===== config.mk =====
export PLATFORM = sky130hd
export DESIGN_NAME = issue_stage
export DESIGN_NICKNAME = d
export VERILOG_FILES = /design/src/core_pkg.sv /design/src/issue_stage.sv
export SDC_FILE = /design/constraint.sdc
export NUM_CORES = 1
export LEC_CHECK = 0
export ABC_AREA = 1
export BUFFER_PORTS_ARGS = -buffer_cell sky130_fd_sc_hd__buf_2
export CAP_MARGIN = 20
export CORE_MARGIN = 8
export CORE_UTILIZATION = 40
export DETAILED_ROUTE_END_ITERATION = 12
export PLACE_DENSITY = 0.73
export SLEW_MARGIN = 30
export SYNTH_ARGS = -nofsm -noshare
export SYNTH_HDL_FRONTEND = slang
export SYNTH_SLANG_ARGS = --single-unit

===== constraint.sdc =====
create_clock -name clk -period 5.1 [get_ports clk]
set_input_delay 1.275 -clock clk [delete_from_list [all_inputs] [get_ports clk]]
set_output_delay 1.275 -clock clk [all_outputs]
set_load 0.005 [all_outputs]

===== src/core_pkg.sv =====
// shared widths and encodings of the execute slice; widths are fixed by the instruction format
package core_pkg;

    // data path width
    localparam int xlen = 32;

    // register index width, 32 architectural registers
    localparam int reg_addr_w = 5;

    // lanes per issued pair
    localparam int num_lanes = 2;

    // alu opcodes
    typedef enum logic [2:0] {
        alu_add = 3'd0,
        alu_sub = 3'd1,
        alu_and = 3'd2,
        alu_or  = 3'd3,
        alu_xor = 3'd4,
        alu_sll = 3'd5,
        alu_srl = 3'd6,
        // signed compare
        alu_slt = 3'd7
    } alu_op_e;

    // first operand source
    typedef enum logic [1:0] {
        src1_rf   = 2'd0,
        src1_pc   = 2'd1,
        src1_zero = 2'd2
    } src1_sel_e;

    // second operand source
    typedef enum logic [1:0] {
        src2_rf     = 2'd0,
        src2_imm    = 2'd1,
        // stable counter halves
        src2_cnt_lo = 2'd2,
        src2_cnt_hi = 2'd3
    } src2_sel_e;

    // four-phase intake handshake
    typedef enum logic [1:0] {
        issue_idle         = 2'd0,
        // pair just taken, valid shown for this cycle
        issue_acked        = 2'd1,
        // ack held until req drops
        issue_wait_release = 2'd2
    } issue_state_e;

endpackage


===== src/issue_stage.sv =====
// one pair per four-phase req/ack handshake; req must stay low until ack has dropped
`timescale 1ns/100ps
module issue_stage (
    input  logic                              clk,
    input  logic                              rstn,
    input  logic                              flush,
    input  logic                              req,
    input  logic                              in_valid [core_pkg::num_lanes],
    input  core_pkg::alu_op_e                 in_op    [core_pkg::num_lanes],
    input  core_pkg::src1_sel_e               in_src1  [core_pkg::num_lanes],
    input  core_pkg::src2_sel_e               in_src2  [core_pkg::num_lanes],
    input  logic                              in_wb    [core_pkg::num_lanes],
    input  logic [core_pkg::reg_addr_w-1:0]   in_rd    [core_pkg::num_lanes],
    input  logic [core_pkg::reg_addr_w-1:0]   in_rj    [core_pkg::num_lanes],
    input  logic [core_pkg::reg_addr_w-1:0]   in_rk    [core_pkg::num_lanes],
    input  logic [core_pkg::xlen-1:0]         in_pc    [core_pkg::num_lanes],
    input  logic [core_pkg::xlen-1:0]         in_imm   [core_pkg::num_lanes],
    output logic                              ack,
    output logic                              out_valid [core_pkg::num_lanes],
    output core_pkg::alu_op_e                 out_op    [core_pkg::num_lanes],
    output core_pkg::src1_sel_e               out_src1  [core_pkg::num_lanes],
    output core_pkg::src2_sel_e               out_src2  [core_pkg::num_lanes],
    output logic                              out_wb    [core_pkg::num_lanes],
    output logic [core_pkg::reg_addr_w-1:0]   out_rd    [core_pkg::num_lanes],
    output logic [core_pkg::reg_addr_w-1:0]   out_rj    [core_pkg::num_lanes],
    output logic [core_pkg::reg_addr_w-1:0]   out_rk    [core_pkg::num_lanes],
    output logic [core_pkg::xlen-1:0]         out_pc    [core_pkg::num_lanes],
    output logic [core_pkg::xlen-1:0]         out_imm   [core_pkg::num_lanes],
    output logic [63:0]                       cnt
);

    core_pkg::issue_state_e state;
    logic                   capture;

    // first edge seeing req in idle takes the pair
    assign capture = (state == core_pkg::issue_idle) && req;
    assign ack     = (state != core_pkg::issue_idle);

    always_ff @(posedge clk) begin
        if (!rstn) begin
            state <= core_pkg::issue_idle;
        end else begin
            case (state)
                core_pkg::issue_idle: begin
                    if (req) begin
                        state <= core_pkg::issue_acked;
                    end
                end
                core_pkg::issue_acked,
                core_pkg::issue_wait_release: begin
                    if (!req) begin
                        state <= core_pkg::issue_idle;
                    end else begin
                        state <= core_pkg::issue_wait_release;
                    end
                end
                default: state <= core_pkg::issue_idle;
            endcase
        end
    end

    // valid is a one cycle pulse per accepted pair
    always_ff @(posedge clk) begin
        for (int i = 0; i < core_pkg::num_lanes; i++) begin
            if (!rstn) begin
                out_valid[i] <= 1'b0;
            end else begin
                out_valid[i] <= capture && in_valid[i] && !flush;
            end
        end
    end

    always_ff @(posedge clk) begin
        for (int i = 0; i < core_pkg::num_lanes; i++) begin
            if (capture) begin
                out_op[i]   <= in_op[i];
                out_src1[i] <= in_src1[i];
                out_src2[i] <= in_src2[i];
                out_wb[i]   <= in_wb[i];
                out_rd[i]   <= in_rd[i];
                out_rj[i]   <= in_rj[i];
                out_rk[i]   <= in_rk[i];
                out_pc[i]   <= in_pc[i];
                out_imm[i]  <= in_imm[i];
            end
        end
    end

    // stable counter, free running
    always_ff @(posedge clk) begin
        if (!rstn) begin
            cnt <= '0;
        end else begin
            cnt <= cnt + 64'd1;
        end
    end

endmodule


Word-level counts from Yosys, hierarchy flattened:

Index checks and enable logic that the tools add are counted.

* register bits: 242
* bits in latches: 0
* bits in writable memories: 0
* ROM bits: 0
* bits of input ports: 180
* output and inout port bits: 241
* word-level logic and storage cells: 38
* memories kept: 0

* $add $sub $neg: 1
* multiply operators: 0
* div/mod/pow operators: 0
* magnitude comparators: 0
* equality and inequality tests: 3
* shift-type cells: 0
* mux-type cells: 3
* bitwise logic cells: 0
* reduce and logical (&&, ||, !) cells: 9

Operators with widths (number)
* $add A64 B1 Y64 const B: 1
* $logic_and A1 B1 Y1: 5
* $mux W2: 2
* $pmux W2 S2: 1
* $eq A2 B1 Y1 const B: 1
* $eq A2 B2 Y1 const B: 1
* $logic_not A2 Y1: 1
* $ne A2 B2 Y1 const B: 1
* $reduce_bool A2 Y1: 1
* $reduce_or A2 Y1: 1
* $logic_not A1 Y1: 1

Depth between registers and ports, before layout:

Gate-level depths: netlist of run 1.

* depth in word-level cells: 4
* gate-level depth with buffers: 11
* gate-level depth less buffers: 11

Least setup slack after synthesis of run 1:

Ideal clock, no wire load.

* path type: input -> register
* start point: input req
* end point: register out_imm[0] in the netlist's numbering (enable)
* setup time: 0.526 ns
* data arrival time: 4.684 ns
* required time: 4.574 ns
* setup slack: -0.110 ns
* stages: 2
* buffers on the path: 0
* cells stage by stage: nand2_1 -> inv_1

* word-level cells in the longest chain between the ends: 1

RTL lines
* from (decl): line issue_stage.sv:7 `input logic req,`
* $logic_and A1 B1 Y1: line issue_stage.sv:36 `assign capture = (state == core_pkg::issue_idle) && req;`
* to (signal, indexed assignment): line issue_stage.sv:84 `out_imm[i] <= in_imm[i];`
* to (decl): line issue_stage.sv:28 `output logic [core_pkg::xlen-1:0] out_imm [core_pkg::num_lanes],`

No other way between the ends.
A chain may end at the register's enable or synchronous reset.

Worst setup path after layout of run 1:

* start point: register state[1]
* end point: output ack

* word-level cells in the longest chain between the ends: 1

RTL lines
* from (decl): line issue_stage.sv:32 `core_pkg::issue_state_e state;`
* from (signal assigned): line issue_stage.sv:41 `state <= core_pkg::issue_idle;`
* from (signal assigned): line issue_stage.sv:46 `state <= core_pkg::issue_acked;`
* from (signal assigned): line issue_stage.sv:52 `state <= core_pkg::issue_idle;`
* $reduce_bool A2 Y1: line issue_stage.sv:37 `assign ack = (state != core_pkg::issue_idle);`
* to (decl): line issue_stage.sv:18 `output logic ack,`

No other way between the ends.

==> results of run 1 <==
## per-stage QoR
step                instance area (um2)  hold slack [ps]
finish                            12500              497
global route                      12500              528
CTS                               12500              496
detailed placement                11700              481
global placement                  11700              470
floorplan                          9220              455
## placed cells by master (no fill, tap or decap), drive strengths merged, types with 12 or more instances in the layout
master    n
nor2    182
buf     422
o21ai    16
dfxtp    68
a21oi    27
nand2   221
nand3    26
inv      88
nand4    12
edfxtp  174
clkbuf   37
## state kept, by name, indices dropped and copies added, names as in the netlist
register	flops
out_src1	4
out_rj	10
out_src2	4
out_op	6
out_wb	2
state	2
cnt	64
out_rd	10
out_pc	64
out_rk	10
out_valid	2
out_imm	64
## worst reg2reg max path: stages (launching register included)
cell and delay, ps:
dfxtp_1 310, inv_1 100, ha_1 170, nand2_1 90, clkinvlp_4 90, buf_12 570
## layout make-up
cell class	count	area, um2
Inverter	89	338
Multi-Input combinational cell	508	2270
Sequential cell	242	6590
Timing Repair Buffer	422	2130
Tap cell	285	357
Clock buffer	37	733
Clock inverter	11	131
Fill cell	1983	10100
## routing by layer
layer	vias up	share of wire	track usage	wire length (um)
met5	-	0.0018	0	57
met4	10	0.028	0.0606	910
met3	64	0.095	0.0727	3070
met2	345	0.50	0.380	16200
met1	3646	0.38	0.248	12200
li1	3656	-	-	-
## path summary, 6_finish.rpt
kind                 start  slack (ps)     endpoint
hold / removal     cnt[18]         500      cnt[18]
setup reg to reg  state[0]        3160  out_src1[0]
setup / recovery  state[1]        2470          ack
hold reg to reg    cnt[18]         500      cnt[18]
## power groups by stage
| stage | registers [mW] | clock network [mW] | logic [mW] |
|---|---|---|---|
| floorplan | 2.40 | 0 | 0.0815 |
| global placement | 2.36 | 0 | 0.364 |
| detailed placement | 2.37 | 0 | 0.371 |
| CTS | 2.33 | 1.94 | 0.373 |
| global route | 2.34 | 2.02 | 0.387 |
| finish | 2.33 | 1.90 | 0.365 |
## kinds of logic after synthesis
kind of cell,count (synthesis)
AND/OR/NAND/NOR,447
flip-flops,242
buffers and inverters,96
AO/OA/AOI/OAI,49
XOR/XNOR,8
adder cells (fa/ha/maj),4
==> reports/results.ini, run 1 <==
[outcome]
outcome = finished clean

[power]
p_comb_frac = 0.080
p_leak_nw = 5.47
intPower_mw = 3.58
ir_worst_vdd_uv = 186
power.total_mw = 4.59
power_density_nw_per_um2 = 366
clkPwrFrac = 0.414
switching_share = 0.219
seq_power_share = 0.507
p_switching_mw = 1.01

[timing]
fin_setup_tns_ps = 0
grt_setup_unrepaired = false
period_share = 0.515
setup_viol = 0
max_freq_mhz = 381
timing.slew.headroom = 0.334
slew_viol_final = 0
tightest_slew_ps = 999
period_needed_ps = 2630
worst_slack_ps = 2470
hold_viol_final = 0
finClkSkew_ps = 5.69

[clocking]
cts.clk_slew.worst_paths_ps = 60
cts_buffers = 26
root_buffer = clkbuf_16
clock_latency_ps = 520
cts_tree = yes
clock_path_buffers = 3
cts_resized = 0
cts_hold_buf = 0
cts_setup_buffers = 0
htree_levels = 1
clkSinkCount = 242

[setup_path]
crit_chain = inv_1 > ha_1 > inv_1 > buf_2
cp_top_family = flip-flops
slowest_stage = dfxtp_1
crit_type = reg -> out
end_kind = output pin
slowest_delay_ps = 360
start_kind = flop
crit_arrival_ps = 1350
critPathBufInv = 3
crit_fanout = 3
crit_required_ps = 3830
cp_common_cell = inv_1
rr_worst_depth = 5
critical_path_cell_count = 4

[cells_and_area]
drive_above_1_share = 0.375
fin_util = 0.554
final_cells = 1594
fin_nets = 1473
areaGrowthSynthToFinish_pct = 36.1
num_antenna_cells = 0

[global_routing]
grt_pass1_vias = 7346
grt_max_degree = 175
grt-ovfl-total = 0
antenna_found_initial = 5
grt.total_usage = 0.217
grt_first_pass_wirelength_um = 46300

[yosys]
yosys.area.top_type = edfxtp_1
synthAdderAreaFrac = 0.00543
synth_top_area_share = 0.567
ys.flop_type = edfxtp_1
syn_area_um2 = 9220
synth-simple-area-share = 0.205
syn_area_per_cell_um2 = 10.9
seq_area_frac_synth = 0.715
synth_common_cells = nand2_1 (211), edfxtp_1 (174), nor2_1 (168)
synth.most_common_cell = nand2_1
synth-edff-count = 174
synthMuxAreaShare = 0
synth.net_count = 1030
synth_seq_cells = 242
synth.distinct_cells = 29
synth.area.top_cells = edfxtp_1 (57%), dfxtp_1 (15%), nand2_1 (8.6%)
ys_warn_count = 0
synth-xor-area-share = 0.00760
synthArstFlopShare = 0
synth-compound-area-share = 0.0281
syn_inst = 846
synth_top_family_by_area = simple AND/OR/NAND/NOR gates

[floorplanning]
die_h_um = 168
core_um2 = 22600
die_w_um = 168
boundaryPins = 421
initial_utilization = 0.407
num_rows = 55
die-area_um2 = 28200

[place]
post-place-cells = 1546
place.gp.congestion = 0.944
port_buffers = 420
place.detailed.hpwl_um = 25600
place_ws_ps = 2420

[worst_hold_path]
hold_path_depth = 1
hp-class = reg -> reg

[detailed_routing]
drtIter0Drc = 690
dr.pass1.iters = 7
finalWirelength_um = 32400
ant_nets = 0
via_per_inst = 4.84
via_count = 7721
drc = 0
wl_per_cell_um = 20.4

[flow_run]
maxCapViolCount = 0

(Power assumes the default switching activity.)
==> inputs of run 2 (changes only) <==
--- a/config.mk
+++ b/config.mk
@@ -5,13 +5,13 @@
 export SDC_FILE = /design/constraint.sdc
 export NUM_CORES = 1
 export LEC_CHECK = 0
-export ABC_AREA = 1
+export ABC_AREA = 0
 export BUFFER_PORTS_ARGS = -buffer_cell sky130_fd_sc_hd__buf_2
 export CAP_MARGIN = 20
-export CORE_MARGIN = 8
-export CORE_UTILIZATION = 40
+export CORE_AREA = 8 8 159 161
 export DETAILED_ROUTE_END_ITERATION = 12
-export PLACE_DENSITY = 0.73
+export DIE_AREA = 0 0 167 169
+export PLACE_DENSITY = 0.67
 export SLEW_MARGIN = 30
 export SYNTH_ARGS = -nofsm -noshare
 export SYNTH_HDL_FRONTEND = slang
==> constraint.sdc (replaced) <==
create_clock -name clk -period 2.65 [get_ports clk]
set_input_delay 0.6625 -clock clk [delete_from_list [all_inputs] [get_ports clk]]
set_output_delay 0.6625 -clock clk [all_outputs]
set_load 0.005 [all_outputs]
==> reports/results.ini, run 2 <==
[setup_path]
crit_fanout = 14  ; +11
r2r_end = cnt[61]
r2r_slack_ps = 290  ; -2870 ps
startpoint = cnt[24]
rr_worst_depth = 5  ; unchanged
start_kind = flop
r2r_start = cnt[24]
crit_required_ps = 3100  ; -730 ps
end_kind = flop
critPathCapture = cnt[61]
crit_type = reg -> reg
crit_arrival_ps = 2810  ; +1460 ps

[yosys]
syn_area_um2 = 8430  ; -8.5%
synth.net_count = 733  ; -29%
synth_seq_cells = 242  ; unchanged
syn_area_per_cell_um2 = 15.4  ; +41%
synth.most_common_cell = edfxtp_1
synthArstFlopShare = 0  ; unchanged
seq_area_frac_synth = 0.781  ; +0.0666
syn_inst = 549  ; -35%
synth_top_area_share = 0.620  ; +0.0528
ys_warn_count = 0  ; unchanged
synth_common_cells = edfxtp_1 (174), dfxtp_1 (68), nor2_1 (37)
ys.flop_type = edfxtp_1
synth-edff-count = 174  ; unchanged
synth.distinct_cells = 39  ; +34%
synth.area.top_cells = edfxtp_1 (62%), dfxtp_1 (16%), a21oi_1 (1.7%)
yosys.area.top_type = edfxtp_1

[power]
ir_worst_vdd_uv = 431  ; +130%
p_leak_nw = 4.85  ; -11%
power_density_nw_per_um2 = 744  ; +100%

[cells_and_area]
final_common_cell = buf_2
fin_nets = 1181  ; -20%
drive_above_1_share = 0.477  ; +0.102
fill_cells = 2001  ; +0.91%
fin_area_um2 = 11800  ; -6.0%
top_regs = cnt (64), out_imm (64), out_pc (64)
layout_common_cells = buf_2 (420), edfxtp_1 (174), dfxtp_1 (68), nor2_1 (37), a21oi_1 (29)
num_antenna_cells = 0  ; unchanged
areaGrowthSynthToFinish_pct = 39.9

[floorplanning]
boundaryPins = 421  ; unchanged
num_rows = 56  ; +1.8%
core_um2 = 22900  ; +1.2%
die_w_um = 167  ; -0.48%
die-area_um2 = 28200  ; +0.24%
initial_utilization = 0.368  ; -0.0391
die_h_um = 169  ; +0.72%

[detailed_routing]
drc = 0  ; unchanged
dr.pass1.iters = 4  ; -3
via_per_inst = 4.86  ; +0.30%
wl_per_cell_um = 22.2  ; +8.9%
ant_nets = 0  ; unchanged
finalWirelength_um = 28900  ; -11%
drtIter0Drc = 444  ; -36%
via_count = 6345  ; -18%

[timing]
tightest_slew_ps = 582  ; -417 ps
max_freq_mhz = 424
period_needed_ps = 2360
timing.slew.headroom = 0.609  ; +0.275
setup_viol = 0  ; unchanged
grt_setup_unrepaired = false
period_share = 0.889
finClkSkew_ps = 14.6  ; +8.88 ps
hold_viol_final = 0  ; unchanged
slew_viol_final = 0  ; unchanged
fin_setup_tns_ps = 0  ; unchanged

[outcome]
outcome = finished clean

[clocking]
htree_levels = 1  ; unchanged
cts_tree = yes
root_buffer = clkbuf_16
clkSinkCount = 242  ; unchanged
cts.clk_slew.worst_paths_ps = 60  ; about the same
cts_buffers = 27  ; +3.8%
clock_path_buffers = 3  ; unchanged
clock_latency_ps = 520  ; about the same
cts_setup_buffers = 0  ; unchanged

[flow_run]
maxCapViolCount = 0  ; unchanged

[global_routing]
grt_first_pass_wirelength_um = 40900  ; -12%
grt_pass1_vias = 6262  ; -15%
grt-ovfl-total = 0  ; unchanged
grt_max_degree = 69  ; -61%
antenna_found_initial = 5  ; unchanged
grt.total_usage = 0.193  ; -0.0239

[place]
place.detailed.hpwl_um = 22700  ; -11%
port_buffers = 420  ; unchanged
place.gp.congestion = 0.876  ; -7.2%
dpl_cell_area_um2 = 11000  ; -6.1%

[worst_hold_path]
hp-class = in -> reg

[run 2: worst min-delay path by stage]
stage,end,slack (ps),start,depth (start not counted)
after floorplan,cnt[0],460,cnt[0],1
after global placement,cnt[63],450,cnt[63],2
after detailed placement,cnt[63],460,cnt[63],2
after CTS,out_pc[28],290,in_pc[28],1
after global routing,out_pc[20],280,in_pc[20],1
final,out_pc[28],310,in_pc[28],1
[run 2: through the flow]
step           hold slack, ps  std cells  power, mW  utilization  setup slack (ps)
3_5_place_dp              464       1258       5.37        0.479               167
4_1_cts                   286       1306       8.92        0.515               151
6_report                  315       1306       8.77        0.515               294
3_3_place_gp              451       1258       5.35        0.479               277
2_1_floorplan             455        549       4.80            -               242
5_1_grt                   285       1306       9.11        0.515              68.5
[run 2: final cells by class]
type / instances / area (um2) / area share
flip-flops and latches: 242 / 6590 / 0.558
well taps: 290 / 363 / 0.0308
repair buffers: 431 / 2220 / 0.188
inverters: 15 / 56.3 / 0.00477
clock buffers: 32 / 694 / 0.0589
multi-input cells: 280 / 1740 / 0.148
clock inverters: 16 / 134 / 0.0113
[run 2: metal layers]
metal / share of wire / GRT usage
met1: 0.36 / 0.207
met2: 0.49 / 0.330
met3: 0.12 / 0.0936
met4: 0.029 / 0.0615
met5: 0.0022 / 0
[run 2: what timing repair did]
item	in CTS	in global routing
resized for setup	0	1
setup endpoints to repair	0	1
hold buffers	0	0
[run 2: logic make-up (layout without fill, tap and decap cells)]
logic type	Yosys count	count (layout)	share of synthesized area
and+or+nand+nor	184	184	0.128
AOI/OAI and AO/OA	61	61	0.0398
muxes	2	2	0.00237
DFF	242	242	0.781
xor gates and xnor gates	29	29	0.0301
adders and majority gates	4	4	0.00594
buffers and inverters	27	494	0.0131
[run 2: report_power, final]
part	leakage [nW]	internal, mW	switching, mW
logic	2.26	0.313	0.450
registers	2.21	4.43	0.0700
clock network	0.386	2.05	1.46
total	4.85	6.80	1.98
[run 2: critical path, cell delays in order, from the launching register on]
cell,delay [ps]
dfxtp_1,420
nand4_1,310
nor4_1,510
nand4_2,380
or4_1,520
a21oi_1,150
==> inputs of run 3 (changes only) <==
--- a/config.mk
+++ b/config.mk
@@ -5,13 +5,12 @@
 export SDC_FILE = /design/constraint.sdc
 export NUM_CORES = 1
 export LEC_CHECK = 0
-export ABC_AREA = 0
+export ABC_AREA = 1
 export BUFFER_PORTS_ARGS = -buffer_cell sky130_fd_sc_hd__buf_2
 export CAP_MARGIN = 20
-export CORE_AREA = 8 8 159 161
+export CORE_AREA = 2 2 165 167
 export DETAILED_ROUTE_END_ITERATION = 12
 export DIE_AREA = 0 0 167 169
-export PLACE_DENSITY = 0.67
 export SLEW_MARGIN = 30
 export SYNTH_ARGS = -nofsm -noshare
 export SYNTH_HDL_FRONTEND = slang
==> reports/results.ini, run 3 (synthesis results as in run 1) <==
[clocking]
clock_path_buffers = 3  ; unchanged
cts_tree = yes
root_buffer = clkbuf_16
clkSinkCount = 242  ; unchanged
cts.clk_slew.worst_paths_ps = 60  ; about the same
cts_hold_buf = 0  ; unchanged
htree_levels = 1  ; unchanged
cts_setup_buffers = 0  ; unchanged
cts_buffers = 27  ; unchanged
clock_latency_ps = 540  ; +20 ps
cts_resized = 0  ; unchanged

[global_routing]
grt-ovfl-total = 0  ; unchanged
grt_first_pass_wirelength_um = 45100  ; +10%
grt.total_usage = 0.213  ; +0.0208
grt_max_degree = 97  ; +41%
grt_pass1_vias = 7201  ; +15%
antenna_found_initial = 3  ; -2

[setup_path]
critPathCapture = ack
cp_common_cell = inv_1
rr_worst_depth = 8  ; +3
start_kind = flop
end_kind = output pin
crit_fanout = 3  ; -11
r2r_start = cnt[0]
crit_type = reg -> out
slowest_delay_ps = 340  ; -180 ps
crit_arrival_ps = 1480  ; -1330 ps
crit_required_ps = 1990  ; -1110 ps
r2r_slack_ps = 850  ; +560 ps
r2r_end = cnt[62]
slowest_stage = dfxtp_1
crit_chain = inv_1 > ha_1 > inv_1 > buf_2
startpoint = state[0]

[detailed_routing]
dr.pass1.iters = 5  ; +1
finalWirelength_um = 31700  ; +9.4%
wl_per_cell_um = 19.1  ; -14%
drc = 0  ; unchanged
via_count = 7663  ; +21%
drtIter0Drc = 660  ; +49%
ant_nets = 0  ; unchanged
via_per_inst = 4.62  ; -4.8%

[timing]
grt_setup_unrepaired = false
hold_viol_final = 0  ; unchanged
tightest_slew_ps = 647  ; +65.5 ps
finClkSkew_ps = 20.1  ; +5.55 ps
timing.slew.headroom = 0.568  ; -0.0406
period_share = 0.809  ; -0.0798
max_freq_mhz = 466  ; +9.9%
worst_slack_ps = 505  ; +211 ps
period_needed_ps = 2140  ; -211 ps
slew_viol_final = 0  ; unchanged
setup_viol = 0  ; unchanged

[cells_and_area]
final_common_cell = buf_2
fill_cells = 2516  ; +26%
top_regs = cnt (64), out_imm (64), out_pc (64)
fin_util = 0.482  ; -0.0330
layout_common_cells = buf_2 (420), nand2_1 (210), edfxtp_1 (174), nor2_1 (168), inv_1 (84)
fin_nets = 1477  ; +25%
areaGrowthSynthToFinish_pct = 38.6
drive_above_1_share = 0.385  ; -0.0927

[outcome]
outcome = finished clean

[power]
ir_worst_vdd_uv = 721  ; +67%
p_leak_nw = 5.56  ; +15%
power.total_mw = 9.20  ; +4.9%
power_density_nw_per_um2 = 720  ; -3.1%

[worst_hold_path]
hp-class = in -> reg

[floorplanning]
die-area_um2 = 28200  ; unchanged
die_h_um = 169  ; unchanged
initial_utilization = 0.348  ; -0.0202
core_um2 = 26500  ; +16%
boundaryPins = 421  ; unchanged
die_w_um = 167  ; unchanged
num_rows = 60  ; +7.1%

[place]
place_ws_ps = 815  ; +648 ps
place.gp.congestion = 0.929  ; +6.0%
port_buffers = 420  ; unchanged
place.detailed.hpwl_um = 25000  ; +9.8%

[flow_run]
maxCapViolCount = 0  ; unchanged

[run 3: cell count changes in the layout (fill, tap and decap cells not counted), sizes merged, moves of 11 or more]
| cell | before | now |
|---|---|---|
| nor4 | 18 | 0 |
| inv | 15 | 90 |
| or4 | 11 | 0 |
| nor2 | 37 | 182 |
| xnor2 | 15 | 1 |
| nand4 | 23 | 12 |
| or3 | 19 | 0 |
| nand2 | 24 | 221 |
[run 3: metal layers]
metal	routed length, um	vias up	GRT usage
met5	13	-	0
met4	1300	2	0.0798
met3	2950	79	0.0617
met2	14900	351	0.355
met1	12500	3557	0.265
li1	-	3674	-
[run 3: area by class of cell]
class / count / area (um2) / area share
Tap cell: 341 / 427 / 0.0334
Clock inverter: 12 / 181 / 0.0142
Timing Repair Buffer: 425 / 2160 / 0.169
Inverter: 89 / 338 / 0.0264
Multi-Input combinational cell: 508 / 2290 / 0.179
Sequential cell: 242 / 6590 / 0.516
Clock buffer: 37 / 781 / 0.0611
Antenna cell: 3 / 7.51 / 0.000588
[run 3: worst min-delay path by stage]
stage | slack [ps] | from | end | cells after the start
3_5_place_dp | 470 | cnt[0] | cnt[0] | 1
4_1_cts | 270 | in_imm[39] | out_imm[39] | 1
3_3_place_gp | 450 | cnt[0] | cnt[0] | 1
2_1_floorplan | 460 | cnt[0] | cnt[0] | 1
6_report | 300 | in_pc[20] | out_pc[20] | 1
5_1_grt | 280 | in_imm[37] | out_imm[37] | 1
[run 3: metrics by stage]
step / TNS (ps) / instances / area, um2 / hold WS, ps
global placement: 0 / 1605 / 11800 / 453
floorplan: -178550 / 846 / 9240 / 455
finish: 0 / 1657 / 12800 / 296
CTS: 0 / 1654 / 12800 / 272
detailed placement: 0 / 1605 / 11800 / 474
global route: 0 / 1654 / 12800 / 275
[run 3: where the power goes]
part / internal [mW] / total, mW / switching [mW]
Sequential: 4.40 / 4.47 / 0.0710
Clock: 2.46 / 4.01 / 1.54
Combinational: 0.294 / 0.722 / 0.428
[run 3: critical path, delay by kind of cell, from the launching register on]
family / cells / cell delay [ps]
flip-flops: 1 / 340
adder cells (fa/ha/maj): 1 / 270
buffers and inverters: 3 / 330
